## src/rtl/spi_params.svh

```systemverilog
//**************************************************
// spi slave frame parameters
// word width, synchronizer depth, edges per frame
//**************************************************
`ifndef SPI_PARAMS_SVH
`define SPI_PARAMS_SVH

// bits per spi frame, msb first on the wire
`define SPI_WORD_BITS 8

// flop depth of the pin synchronizers
`define SPI_SYNC_STAGES 2

// every bit costs a leading and a trailing sclk edge
`define SPI_EDGES_PER_WORD (2 * `SPI_WORD_BITS)

`endif

```

## src/rtl/spi_mode_pkg.sv

```systemverilog
//**************************************************
// spi_mode_pkg
// transfer FSM states and sclk edge roles
//**************************************************
package spi_mode_pkg;

	// one byte transfer, walked once per cs window
	typedef enum logic [2:0] {
		st_idle      = 3'd0,	// cs high or frame done
		st_load      = 3'd1,	// tx byte into shifter
		st_wait_edge = 3'd2,	// waiting on next sclk edge
		st_edge      = 3'd3,	// one edge handled, count it
		st_last_half = 3'd4,	// settle after edge 16
		st_capture   = 3'd5,	// hand byte to host side
		st_finish    = 3'd6	// one spare cycle before idle
	} xfer_state_t;

	// what an sclk edge does to the data
	typedef enum logic {
		role_sample = 1'b0,	// mosi taken in
		role_launch = 1'b1	// next miso bit driven
	} edge_role_t;

endpackage

```

## src/rtl/spi_data_pkg.sv

```systemverilog
//**************************************************
// spi_data_pkg
// payload byte and edge counter types
//**************************************************
`include "spi_params.svh"

package spi_data_pkg;

	// one frame of payload, msb first on the wire
	typedef logic [`SPI_WORD_BITS-1:0] spi_byte_t;

	// must hold 0 up to and including SPI_EDGES_PER_WORD
	typedef logic [$clog2(`SPI_EDGES_PER_WORD + 1)-1:0] edge_cnt_t;

endpackage

```

## src/rtl/spi_pin_sync.sv

```systemverilog
//**************************************************
// spi_pin_sync
// brings cs, sclk, mosi into sys_clk and finds
// cs and sclk edges, sclk edges tagged by role
//**************************************************
`include "spi_params.svh"

module spi_pin_sync #(
	parameter bit CPOL = 1'b1,	// sclk idle level
	parameter bit CPHA = 1'b1	// 1: sample on trailing edge
) (
	input  logic sys_clk,
	input  logic sys_rst_n,
	input  logic cs,
	input  logic sclk,
	input  logic mosi,
	output logic cs_s,
	output logic cs_fall,
	output logic cs_rise,
	output logic sample_edge,
	output logic launch_edge,
	output logic mosi_s
);

	localparam int SYNC = `SPI_SYNC_STAGES;

	logic [SYNC-1:0] cs_sync;	// pin enters at bit 0
	logic [SYNC-1:0] sclk_sync;
	logic [SYNC-1:0] mosi_sync;
	logic cs_prev;	// last synced cs
	logic sclk_prev;	// last synced sclk
	logic sclk_s;
	logic lead_edge;
	logic trail_edge;

	always_ff @(posedge sys_clk) begin
		if (!sys_rst_n) begin
			cs_sync   <= '1;	// deselected, no false fall
			sclk_sync <= {SYNC{CPOL}};	// park at idle level
			mosi_sync <= '0;
			cs_prev   <= 1'b1;
			sclk_prev <= CPOL;
		end else begin
			cs_sync   <= {cs_sync[SYNC-2:0], cs};
			sclk_sync <= {sclk_sync[SYNC-2:0], sclk};
			mosi_sync <= {mosi_sync[SYNC-2:0], mosi};
			cs_prev   <= cs_s;
			sclk_prev <= sclk_s;
		end
	end

	assign cs_s    = cs_sync[SYNC-1];
	assign sclk_s  = sclk_sync[SYNC-1];
	assign mosi_s  = mosi_sync[SYNC-1];
	assign cs_fall = cs_prev & ~cs_s;
	assign cs_rise = ~cs_prev & cs_s;

	assign lead_edge  = (sclk_prev == CPOL) && (sclk_s != CPOL);	// leaves idle level
	assign trail_edge = (sclk_prev != CPOL) && (sclk_s == CPOL);	// back to idle

	assign sample_edge = CPHA ? trail_edge : lead_edge;
	assign launch_edge = CPHA ? lead_edge : trail_edge;

	// one sclk transition can only carry one role
	a_edge_roles_excl : assert property (@(posedge sys_clk) disable iff (!sys_rst_n)
		!(sample_edge && launch_edge));

endmodule

```

## src/rtl/spi_bit_counter.sv

```systemverilog
//**************************************************
// spi_bit_counter
// counts sclk edges within one byte
//**************************************************
`include "spi_params.svh"

module spi_bit_counter (
	input  logic                   sys_clk,
	input  logic                   sys_rst_n,
	input  logic                   cnt_clr,
	input  logic                   cnt_step,
	output spi_data_pkg::edge_cnt_t edge_cnt,
	output logic                   last_edge
);

	import spi_data_pkg::*;

	localparam edge_cnt_t EDGE_LAST = edge_cnt_t'(`SPI_EDGES_PER_WORD);

	always_ff @(posedge sys_clk) begin
		if (!sys_rst_n) begin
			edge_cnt <= '0;
		end else if (cnt_clr) begin
			edge_cnt <= '0;	// new frame or aborted one
		end else if (cnt_step) begin
			edge_cnt <= edge_cnt + edge_cnt_t'(1);
		end
	end

	assign last_edge = (edge_cnt == EDGE_LAST);	// all edges of byte seen

	// FSM must leave the edge loop once the byte is complete
	a_no_step_past_last : assert property (@(posedge sys_clk) disable iff (!sys_rst_n)
		cnt_step |-> !last_edge);

endmodule

```

## src/rtl/spi_xfer_fsm.sv

```systemverilog
//**************************************************
// spi_xfer_fsm
// sequences one byte: load, sixteen edges, capture
//**************************************************
module spi_xfer_fsm (
	input  logic                    sys_clk,
	input  logic                    sys_rst_n,
	input  logic                    cs_s,
	input  logic                    cs_fall,
	input  logic                    sample_edge,
	input  logic                    launch_edge,
	input  logic                    last_edge,
	input  spi_data_pkg::edge_cnt_t edge_cnt,
	output logic                    cnt_clr,
	output logic                    cnt_step,
	output logic                    load,
	output logic                    sample_en,
	output logic                    launch_en,
	output logic                    capture
);

	import spi_mode_pkg::*;
	import spi_data_pkg::*;

	xfer_state_t state;
	xfer_state_t state_nxt;
	logic        in_loop;	// waiting on an edge, byte not done
	logic        first_edge;	// nothing counted yet this frame

	always_ff @(posedge sys_clk) begin
		if (!sys_rst_n)
			state <= st_idle;
		else
			state <= state_nxt;
	end

	always_comb begin
		state_nxt = state;
		case (state)
			st_idle:      if (cs_fall) state_nxt = st_load;
			st_load:      state_nxt = st_wait_edge;
			st_wait_edge: begin
				if (last_edge)
					state_nxt = st_last_half;	// edge 16 already counted
				else if (sample_edge || launch_edge)
					state_nxt = st_edge;
			end
			st_edge:      state_nxt = st_wait_edge;
			st_last_half: state_nxt = st_capture;
			st_capture:   state_nxt = st_finish;
			st_finish:    state_nxt = st_idle;	// needs a fresh cs fall
			default:      state_nxt = st_idle;
		endcase
		// cs going high kills the frame, partial byte lost
		if (cs_s && state != st_idle)
			state_nxt = st_idle;
	end

	assign in_loop    = (state == st_wait_edge) && !last_edge;
	assign first_edge = (edge_cnt == '0);

	assign cnt_clr   = (state == st_idle) || (state == st_load);
	assign cnt_step  = (state == st_edge);
	assign load      = (state == st_load);
	assign sample_en = in_loop && sample_edge;
	// with CPHA 1 the first edge launches, but bit 7 is on miso since load
	assign launch_en = in_loop && launch_edge && !first_edge;
	assign capture   = (state == st_capture);

	// host side latches on a single strobe per byte
	a_capture_one_cycle : assert property (@(posedge sys_clk) disable iff (!sys_rst_n)
		capture |=> !capture);

endmodule

```

## src/rtl/spi_shift_unit.sv

```systemverilog
//**************************************************
// spi_shift_unit
// miso transmit shifter and mosi receive shifter,
// both msb first
//**************************************************
`include "spi_params.svh"

module spi_shift_unit (
	input  logic                    sys_clk,
	input  logic                    sys_rst_n,
	input  logic                    load,
	input  logic                    sample_en,
	input  logic                    launch_en,
	input  logic                    mosi_s,
	input  spi_data_pkg::spi_byte_t tx_data,
	output logic                    miso,
	output spi_data_pkg::spi_byte_t rx_shift
);

	import spi_data_pkg::*;
	import spi_mode_pkg::*;

	localparam int W = `SPI_WORD_BITS;

	spi_byte_t  tx_reg;	// msb is on the pin
	spi_byte_t  rx_reg;
	edge_role_t last_role;	// role of the previous shift

	always_ff @(posedge sys_clk) begin
		if (!sys_rst_n)
			tx_reg <= '0;	// keeps miso low out of reset
		else if (load)
			tx_reg <= tx_data;	// tx_data held while cs low
		else if (launch_en)
			tx_reg <= {tx_reg[W-2:0], 1'b0};
	end

	always_ff @(posedge sys_clk) begin
		if (load)
			rx_reg <= '0;
		else if (sample_en)
			rx_reg <= {rx_reg[W-2:0], mosi_s};	// first bit ends at msb
	end

	always_ff @(posedge sys_clk) begin
		if (!sys_rst_n)
			last_role <= role_launch;
		else if (load)
			last_role <= role_launch;	// frame opens with a sample
		else if (sample_en)
			last_role <= role_sample;
		else if (launch_en)
			last_role <= role_launch;
	end

	assign miso     = tx_reg[W-1];
	assign rx_shift = rx_reg;

	a_load_no_shift : assert property (@(posedge sys_clk) disable iff (!sys_rst_n)
		load |-> !(sample_en || launch_en));

	// sample and launch alternate in every mode once the first launch is skipped
	a_roles_alternate : assert property (@(posedge sys_clk) disable iff (!sys_rst_n)
		(sample_en |-> last_role == role_launch) and
		(launch_en |-> last_role == role_sample));

endmodule

```

## src/rtl/spi_rx_handshake.sv

```systemverilog
//**************************************************
// spi_rx_handshake
// holds the received byte, four-phase req/ack
// to the host, sticky overrun on a dropped byte
//**************************************************
module spi_rx_handshake (
	input  logic                    sys_clk,
	input  logic                    sys_rst_n,
	input  logic                    capture,
	input  spi_data_pkg::spi_byte_t rx_shift,
	input  logic                    rx_ack,
	output logic                    rx_req,
	output spi_data_pkg::spi_byte_t rx_data,
	output logic                    rx_overrun
);

	import spi_data_pkg::*;

	typedef enum logic [1:0] {
		hs_empty        = 2'd0,	// free for a new byte
		hs_req_high     = 2'd1,	// byte offered, waiting ack
		hs_wait_ack_low = 2'd2	// ack seen, waiting release
	} hs_state_t;

	hs_state_t hs_state;

	always_ff @(posedge sys_clk) begin
		if (!sys_rst_n) begin
			hs_state   <= hs_empty;
			rx_overrun <= 1'b0;
		end else begin
			case (hs_state)
				hs_empty:        if (capture) hs_state <= hs_req_high;
				hs_req_high:     if (rx_ack) hs_state <= hs_wait_ack_low;
				hs_wait_ack_low: if (!rx_ack) hs_state <= hs_empty;
				default:         hs_state <= hs_empty;
			endcase
			if (capture && hs_state != hs_empty)
				rx_overrun <= 1'b1;	// stays until reset
		end
	end

	always_ff @(posedge sys_clk) begin
		if (capture && hs_state == hs_empty)
			rx_data <= rx_shift;	// dropped byte never lands here
	end

	assign rx_req = (hs_state == hs_req_high);

	// host may sample rx_data at any point of the request
	a_data_stable_req : assert property (@(posedge sys_clk) disable iff (!sys_rst_n)
		(rx_req && $past(rx_req)) |-> $stable(rx_data));

endmodule

```

## src/rtl/spi_slave_top.sv

```systemverilog
//**************************************************
// spi_slave_top
// single byte spi slave, host side req/ack
//**************************************************
module spi_slave_top #(
	parameter bit CPOL = 1'b1,	// mode 3 by default
	parameter bit CPHA = 1'b1
) (
	input  logic                    sys_clk,
	input  logic                    sys_rst_n,
	input  logic                    cs,
	input  logic                    sclk,
	input  logic                    mosi,
	output logic                    miso,
	input  spi_data_pkg::spi_byte_t tx_data,
	output logic                    rx_req,
	input  logic                    rx_ack,
	output spi_data_pkg::spi_byte_t rx_data,
	output logic                    rx_overrun
);

	import spi_data_pkg::*;

	logic      cs_s;
	logic      cs_fall;
	logic      sample_edge;
	logic      launch_edge;
	logic      mosi_s;
	logic      cnt_clr;
	logic      cnt_step;
	logic      last_edge;
	edge_cnt_t edge_cnt;
	logic      load;
	logic      sample_en;
	logic      launch_en;
	logic      capture;
	spi_byte_t rx_shift;

	spi_pin_sync #(
		.CPOL(CPOL),
		.CPHA(CPHA)
	) u_pin_sync (
		.sys_clk    (sys_clk),
		.sys_rst_n  (sys_rst_n),
		.cs         (cs),
		.sclk       (sclk),
		.mosi       (mosi),
		.cs_s       (cs_s),
		.cs_fall    (cs_fall),
		.cs_rise    (),	// abort goes off the cs level
		.sample_edge(sample_edge),
		.launch_edge(launch_edge),
		.mosi_s     (mosi_s)
	);

	spi_bit_counter u_bit_counter (
		.sys_clk  (sys_clk),
		.sys_rst_n(sys_rst_n),
		.cnt_clr  (cnt_clr),
		.cnt_step (cnt_step),
		.edge_cnt (edge_cnt),
		.last_edge(last_edge)
	);

	spi_xfer_fsm u_xfer_fsm (
		.sys_clk    (sys_clk),
		.sys_rst_n  (sys_rst_n),
		.cs_s       (cs_s),
		.cs_fall    (cs_fall),
		.sample_edge(sample_edge),
		.launch_edge(launch_edge),
		.last_edge  (last_edge),
		.edge_cnt   (edge_cnt),
		.cnt_clr    (cnt_clr),
		.cnt_step   (cnt_step),
		.load       (load),
		.sample_en  (sample_en),
		.launch_en  (launch_en),
		.capture    (capture)
	);

	spi_shift_unit u_shift_unit (
		.sys_clk  (sys_clk),
		.sys_rst_n(sys_rst_n),
		.load     (load),
		.sample_en(sample_en),
		.launch_en(launch_en),
		.mosi_s   (mosi_s),
		.tx_data  (tx_data),
		.miso     (miso),
		.rx_shift (rx_shift)
	);

	spi_rx_handshake u_rx_handshake (
		.sys_clk   (sys_clk),
		.sys_rst_n (sys_rst_n),
		.capture   (capture),
		.rx_shift  (rx_shift),
		.rx_ack    (rx_ack),
		.rx_req    (rx_req),
		.rx_data   (rx_data),
		.rx_overrun(rx_overrun)
	);

endmodule

```

## config.mk

```make
export PLATFORM = sky130hd
export DESIGN_NAME = spi_slave_top
export DESIGN_NICKNAME = d
export VERILOG_FILES = /design/src/rtl/spi_mode_pkg.sv /design/src/rtl/spi_data_pkg.sv /design/src/rtl/spi_pin_sync.sv /design/src/rtl/spi_bit_counter.sv /design/src/rtl/spi_xfer_fsm.sv /design/src/rtl/spi_shift_unit.sv /design/src/rtl/spi_rx_handshake.sv /design/src/rtl/spi_slave_top.sv
export VERILOG_INCLUDE_DIRS = /design/src /design/src/rtl
export SDC_FILE = /design/constraint.sdc
export NUM_CORES = 1
export LEC_CHECK = 0
export BUFFER_PORTS_ARGS = -buffer_cell sky130_fd_sc_hd__buf_2
export CORE_MARGIN = 2
export CORE_UTILIZATION = 35
export DETAILED_ROUTE_END_ITERATION = 7
export PLACE_DENSITY = 0.53
export REMOVE_ABC_BUFFERS = 1
export SYNTH_ARGS = -nofsm -noshare
export SYNTH_HDL_FRONTEND = slang
export SYNTH_SLANG_ARGS = --single-unit
```

## constraint.sdc

```tcl
create_clock -name sys_clk -period 2.7 [get_ports sys_clk]
set_clock_uncertainty 0.05 [all_clocks]
set_input_delay 0 -clock sys_clk [delete_from_list [all_inputs] [get_ports sys_clk]]
set_output_delay 0 -clock sys_clk [all_outputs]
set_load 0.01 [all_outputs]
```

; Yosys cells after proc, flatten, opt, wreduce, memory -nomap -nowiden
; Cells that the tools add are included.
; Widths: inputs -> output; s select.
[word_totals]
regBits = 43
latch_bits = 0
mem_bits_rw = 0
mem_bits_ro = 0
output_inout_bits = 11
elab_cells = 65
n_memories = 0
[op_classes]
n_addsub = 1
n_mul = 0
div = 0
order_cmp = 0
n_eq_ne = 13
shifts = 0
muxes = 10
bitwise = 5
n_reduce_logical = 24
[ops]
columns = cell, n
row1 = $mux 8, 2
row2 = $pmux 3 s5, 1
row3 = $logic_and 1x1->1, 9
row4 = $mux 3, 3
row5 = $eq 3x2->1 const B, 2
row6 = $eq 3x3->1 const B, 2
row7 = $mux 2, 3
row8 = $pmux 2 s3, 1
row9 = $reduce_or 2->1, 3
row10 = $add 5x1->5 const B, 1
row11 = $eq 5x5->1 const B, 1
row12 = $logic_not 5->1, 1
row13 = $ne 2x1->1 const B, 2
row14 = $ne 2x2->1 const B, 2
row15 = $not 1->1, 4
row16 = $reduce_bool 2->1, 2
row17 = $eq 3x1->1 const B, 1
row18 = $logic_not 3->1, 1
row19 = $ne 3x1->1 const B, 1
row20 = $reduce_and 3->1, 1
row21 = $reduce_bool 3->1, 1
row22 = $eq 2x1->1 const B, 1
row23 = $eq 2x2->1 const B, 1
row24 = $logic_not 1->1, 2
row25 = 4 further kinds, 5

; Longest topological paths before layout
[depth]
ltp_word = 7
mapped_depth = 7
depth_no_buf = 5

; Cells and area by module
; From an unflattened synthesis, not the netlist that was laid out.
[unflattened]
hier_cells = 160
hier_area_um2 = 1791.7
[modules_own_cells]
columns = module, instances, cells_each, area_per_inst_um2, seq_area_each_um2
row1 = spi_shift_unit, 1, 61, 709.4, 320.3
row2 = spi_rx_handshake, 1, 22, 367.9, 300.3
row3 = spi_bit_counter, 1, 28, 267.8, 100.1
row4 = spi_pin_sync, 1, 20, 235.2, 160.2
row5 = spi_xfer_fsm, 1, 29, 211.5, 60.1

; Least setup slack after synthesis
; Ideal clock, no wire load.
[synth_path]
path_kind = flip-flop to flip-flop
startpoint = reg u_xfer_fsm.state[1]
endpoint = reg u_rx_handshake.rx_data[0] (enable)
t_arrival_ns = 1.312
setup_slack_ns = 0.955
path_stages_with_launch = 4
n_path_buf = 1
period_less_slack_ns = 1.745
path_cell_list = dfxtp_1 > clkbuf_1 > nand3b_1 > nor3_1
[synth_via]
elab_chain_cells = 2
[synth_rtl]
columns = item, line_no
row1 = "start, declared", spi_xfer_fsm.sv:25  ; xfer_state_t state;
row2 = "start signal, assigned", spi_xfer_fsm.sv:32  ; state <= st_idle;
row3 = "start signal, assigned", spi_xfer_fsm.sv:34  ; state <= state_nxt;
row4 = $eq 3x3->1, spi_xfer_fsm.sv:68  ; assign capture = (state == st_capture);
row5 = $logic_and 1x1->1, spi_rx_handshake.sv:44  ; if (capture && hs_state == hs_empty)
row6 = "end signal, assigned", spi_rx_handshake.sv:45  ; rx_data <= rx_shift;
row7 = "end, declared", spi_rx_handshake.sv:13  ; output spi_data_pkg::spi_byte_t rx_data,
; Every way passes these cells.
; A chain may end at the register's enable or synchronous reset.

; Final worst setup path
[layout_path]
startpoint = reg u_xfer_fsm.state[1]
endpoint = reg u_shift_unit.tx_reg[2]
[layout_via]
elab_chain_cells = 5
elab_cells_between_ends = 7
[layout_rtl]
columns = item, line_no
row1 = $eq 3x2->1, spi_xfer_fsm.sv:59  ; assign in_loop = (state == st_wait_edge) && !last_edge;
row2 = $logic_and 1x1->1, spi_xfer_fsm.sv:59
row3 = $logic_and 1x1->1 (2 in series), spi_xfer_fsm.sv:67  ; assign launch_en = in_loop && launch_edge && !first_edge;
row4 = $reduce_bool 2->1 (no source line), n/a
row5 = "end signal, assigned", spi_shift_unit.sv:33  ; tx_reg <= tx_data;
row6 = "end signal, assigned", spi_shift_unit.sv:35  ; tx_reg <= {tx_reg[W-2:0], 1'b0};
row7 = "end, declared", spi_shift_unit.sv:25  ; spi_byte_t tx_reg;
; Several ways; a longest one is shown, not always the timed one.

==> metrics.log <==
[metrics] total power: 0.00121 W
[metrics] net total in the final layout: 212
[metrics] initial antenna violation count: 0
[metrics] slowest stage cell on the critical path: sky130_fd_sc_hd__dfxtp_1
[metrics] post-synthesis instance total: 164
[metrics] synthesis-stage register bit count: 43
[metrics] number of synthesized flops with an enable pin: 8
[metrics] first drt pass iteration count: 4
[metrics] IR drop worst, VDD: 282 uV
[metrics] family with the most delay on the worst path: simple AND/OR/NAND/NOR gates
[metrics] DR WL/cell: 11.0 um
[metrics] worst max-slew margin expressed relative to the limit: between 60% and 70%
[metrics] Least-Margin Pin Slew: slightly below 600 ps
[metrics] fraction of final layout cells with drive strength greater than 1: 23.1%
[metrics] # hold bufs at CTS: 6
[metrics] endpoint class of the critical path: flip-flop
[metrics] async set or reset register ratio after synthesis: 0%
[metrics] category of the most critical setup path: flip-flop to flip-flop
[metrics] maximum root-to-sink buffer count: 2
[metrics] gpl congestion: 0.819
[metrics] Crit path largest cell delay: approximately 570 ps
[metrics] DRT antenna net count: 0
[metrics] FILL cells: 465
[metrics] insertion delay of the later-clocked pin in the worst-skew pair: 290 ps
[metrics] share of the yosys chip area belonging to registers: 53.7%
[metrics] run status: completed
[metrics] most frequent cells in the layout: sky130_fd_sc_hd__dfxtp_1, sky130_fd_sc_hd__buf_2, sky130_fd_sc_hd__nor2_1
[metrics] PostCTS Resize Cnt: 0
[metrics] final global-route overflow total: 0
[metrics] power density relative to cell area: 578 nW/um^2
[metrics] final critical path time including I/O delays and setup: ~1900 ps
[metrics] Port Buffer Count: 24
[metrics] H-tree Lvls: 2
[metrics] required time reported for the critical path endpoint: 2870 ps
[metrics] most common cell after layout, fill and taps aside: sky130_fd_sc_hd__dfxtp_1
[metrics] final number of max-transition violations: 0
[metrics] chip height: 74.8 um
[metrics] most frequently used flop master after synthesis: sky130_fd_sc_hd__dfxtp_1
[metrics] hold violation count in the final report: 0
[metrics] fin crit share: 69.1%
[metrics] unrepaired setup endpoints after global routing: no
[metrics] Sum Neg Setup Slack: 0 ps
[metrics] Finished Cell Area: 2090 um^2
[metrics] buffer cell driving the clock tree root: sky130_fd_sc_hd__clkbuf_8
[metrics] netlist area before placement: roughly 1800 um^2
[metrics] DR vias/cell: 4.60
[metrics] number of buffers and inverters on the critical path: 0
[metrics] CTS tree: built
[metrics] Yosys top cell area share: 40.0%
[metrics] half-perimeter wire length after detailed placement: between 1500 and 2000 um
[metrics] Worst setup SP type: flip-flop
[metrics] share of the core filled with cells in the final layout: between 40% and 50%
[metrics] series of cell instances along the critical path: nand4bb_1, or2_0, a211oi_2
[metrics] class of the tightest hold or removal check: primary input to flip-flop
[metrics] number of global-route vias before repair: 1,035
[metrics] number of setup buffers added after CTS: 0
[metrics] post-synthesis cell type with the largest combined area: sky130_fd_sc_hd__dfxtp_1
[metrics] pin count of the biggest net entering global routing: 22
[metrics] number of buffers inserted during clock tree synthesis: 5
[metrics] synthesis-to-layout area growth: 19.1%
[metrics] Synthesis Warnings: 0
[metrics] post-placement cell area: between 1500 and 2000 um^2
[metrics] count of standard-cell rows: 25
[metrics] Post-Synthesis Mean Instance Area: 10.7 um^2
[metrics] Top-Level Pins: 25
[metrics] cell leakage power: 0.827 nW
[metrics] arrival time at the worst endpoint: 2030 ps
[metrics] overall global routing resource usage: 11.6%
[metrics] core area: 4790 um^2
[metrics] diode insertion count for antenna repair: 0
[metrics] die span in x: between 70 and 80 um
[metrics] clock-pin slew reported for the worst setup and hold paths after clock tree synthesis: 80 ps
[metrics] count of cell types in the netlist: 39
[metrics] Via Count: 1,206
[metrics] effective utilization at floorplan: 36.6%
[metrics] most area-consuming cells after synthesis: sky130_fd_sc_hd__dfxtp_1, sky130_fd_sc_hd__edfxtp_1, sky130_fd_sc_hd__mux2i_1
[metrics] final setup violation count: 0
[metrics] worst-path maximum fanout: 14
[metrics] initial drt markers: 36
[metrics] first-pass GRT wire length: 4820 um
[metrics] Maximum Capacitance Violations: 0
[metrics] # DRC: 0
[metrics] Num Clock Sinks: 43
[metrics] DIE AREA: 5590 um^2
[metrics] routed wire length: 2890 um
[metrics] Highest Clock Rate: 536 MHz
## worst paths after layout
kind	startpoint	endpoint	slack, ps	cells past startpoint
worst min-delay path	sys_rst_n	u_pin_sync.sclk_prev	3	2
worst min register to register	u_pin_sync.sclk_sync[0]	u_pin_sync.sclk_sync[1]	360	1
worst max-delay path	u_xfer_fsm.state[1]	u_shift_unit.tx_reg[2]	830	3
worst max register to register	u_xfer_fsm.state[1]	u_shift_unit.tx_reg[2]	830	3
## cell usage after synthesis, types with 2 or more instances
cell                         n
sky130_fd_sc_hd__xor2_1      2
sky130_fd_sc_hd__nor3_1      8
sky130_fd_sc_hd__ha_1        4
sky130_fd_sc_hd__clkbuf_1    3
sky130_fd_sc_hd__or3_1       2
sky130_fd_sc_hd__buf_2       3
sky130_fd_sc_hd__a21oi_1     6
sky130_fd_sc_hd__nor3b_1     2
sky130_fd_sc_hd__and2_1      2
sky130_fd_sc_hd__nor3b_2     2
sky130_fd_sc_hd__nand2_1    12
sky130_fd_sc_hd__nand4b_1    2
sky130_fd_sc_hd__nand4bb_1   2
sky130_fd_sc_hd__o21ai_0     9
sky130_fd_sc_hd__buf_6       2
sky130_fd_sc_hd__edfxtp_1    8
sky130_fd_sc_hd__a211oi_2    7
sky130_fd_sc_hd__nor2b_1     2
sky130_fd_sc_hd__mux2i_1     9
sky130_fd_sc_hd__nor2_1     13
sky130_fd_sc_hd__nand2b_1    6
sky130_fd_sc_hd__nand3b_1    2
sky130_fd_sc_hd__inv_1       6
sky130_fd_sc_hd__dfxtp_1    35
## area by class of cell
type | instances | area [um^2] | area share, %
tap | 67 | 83.8 | 4.01
clock inverter | 3 | 43.8 | 2.10
timing repair buffer | 32 | 195 | 9.35
sequential | 43 | 941 | 45.1
multi-input combinational | 106 | 733 | 35.1
clock buffer | 5 | 68.8 | 3.30
inverter | 6 | 22.5 | 1.08
## power breakdown
part / switching (W) / internal, W
Combinational: 0.0000200 / 0.0000240
Clock: 0.000223 / 0.000275
Sequential: 0.00000468 / 0.000660
## cell families after synthesis
family | Yosys count | share of synthesized area [%]
AOI/OAI and AO/OA | 29 | 12.3
DFF | 43 | 53.7
and+or+nand+nor | 60 | 19.4
adders and majority gates | 4 | 2.86
buffers and inverters | 15 | 4.50
xor gates and xnor gates | 3 | 1.50
muxes | 10 | 5.78
## metal layers
layer,GRT usage (%),wire length [um],vias to the layer above
li1,-,-,634
met1,15.1,1390,542
met2,17.3,1300,24
met3,4.02,141,6
met4,5.95,55,0
met5,0,0,-
## metrics by stage
stage | setup WS (ps) | cells | hold WS (ps)
floorplan | 1020 | 155 | 18.8
global placement | 959 | 248 | 131
detailed placement | 858 | 248 | 134
CTS | 836 | 262 | 1.91
global route | 637 | 262 | 13.3
finish | 834 | 262 | 3.29
No activity file was read; power rests on OpenSTA's default activity.
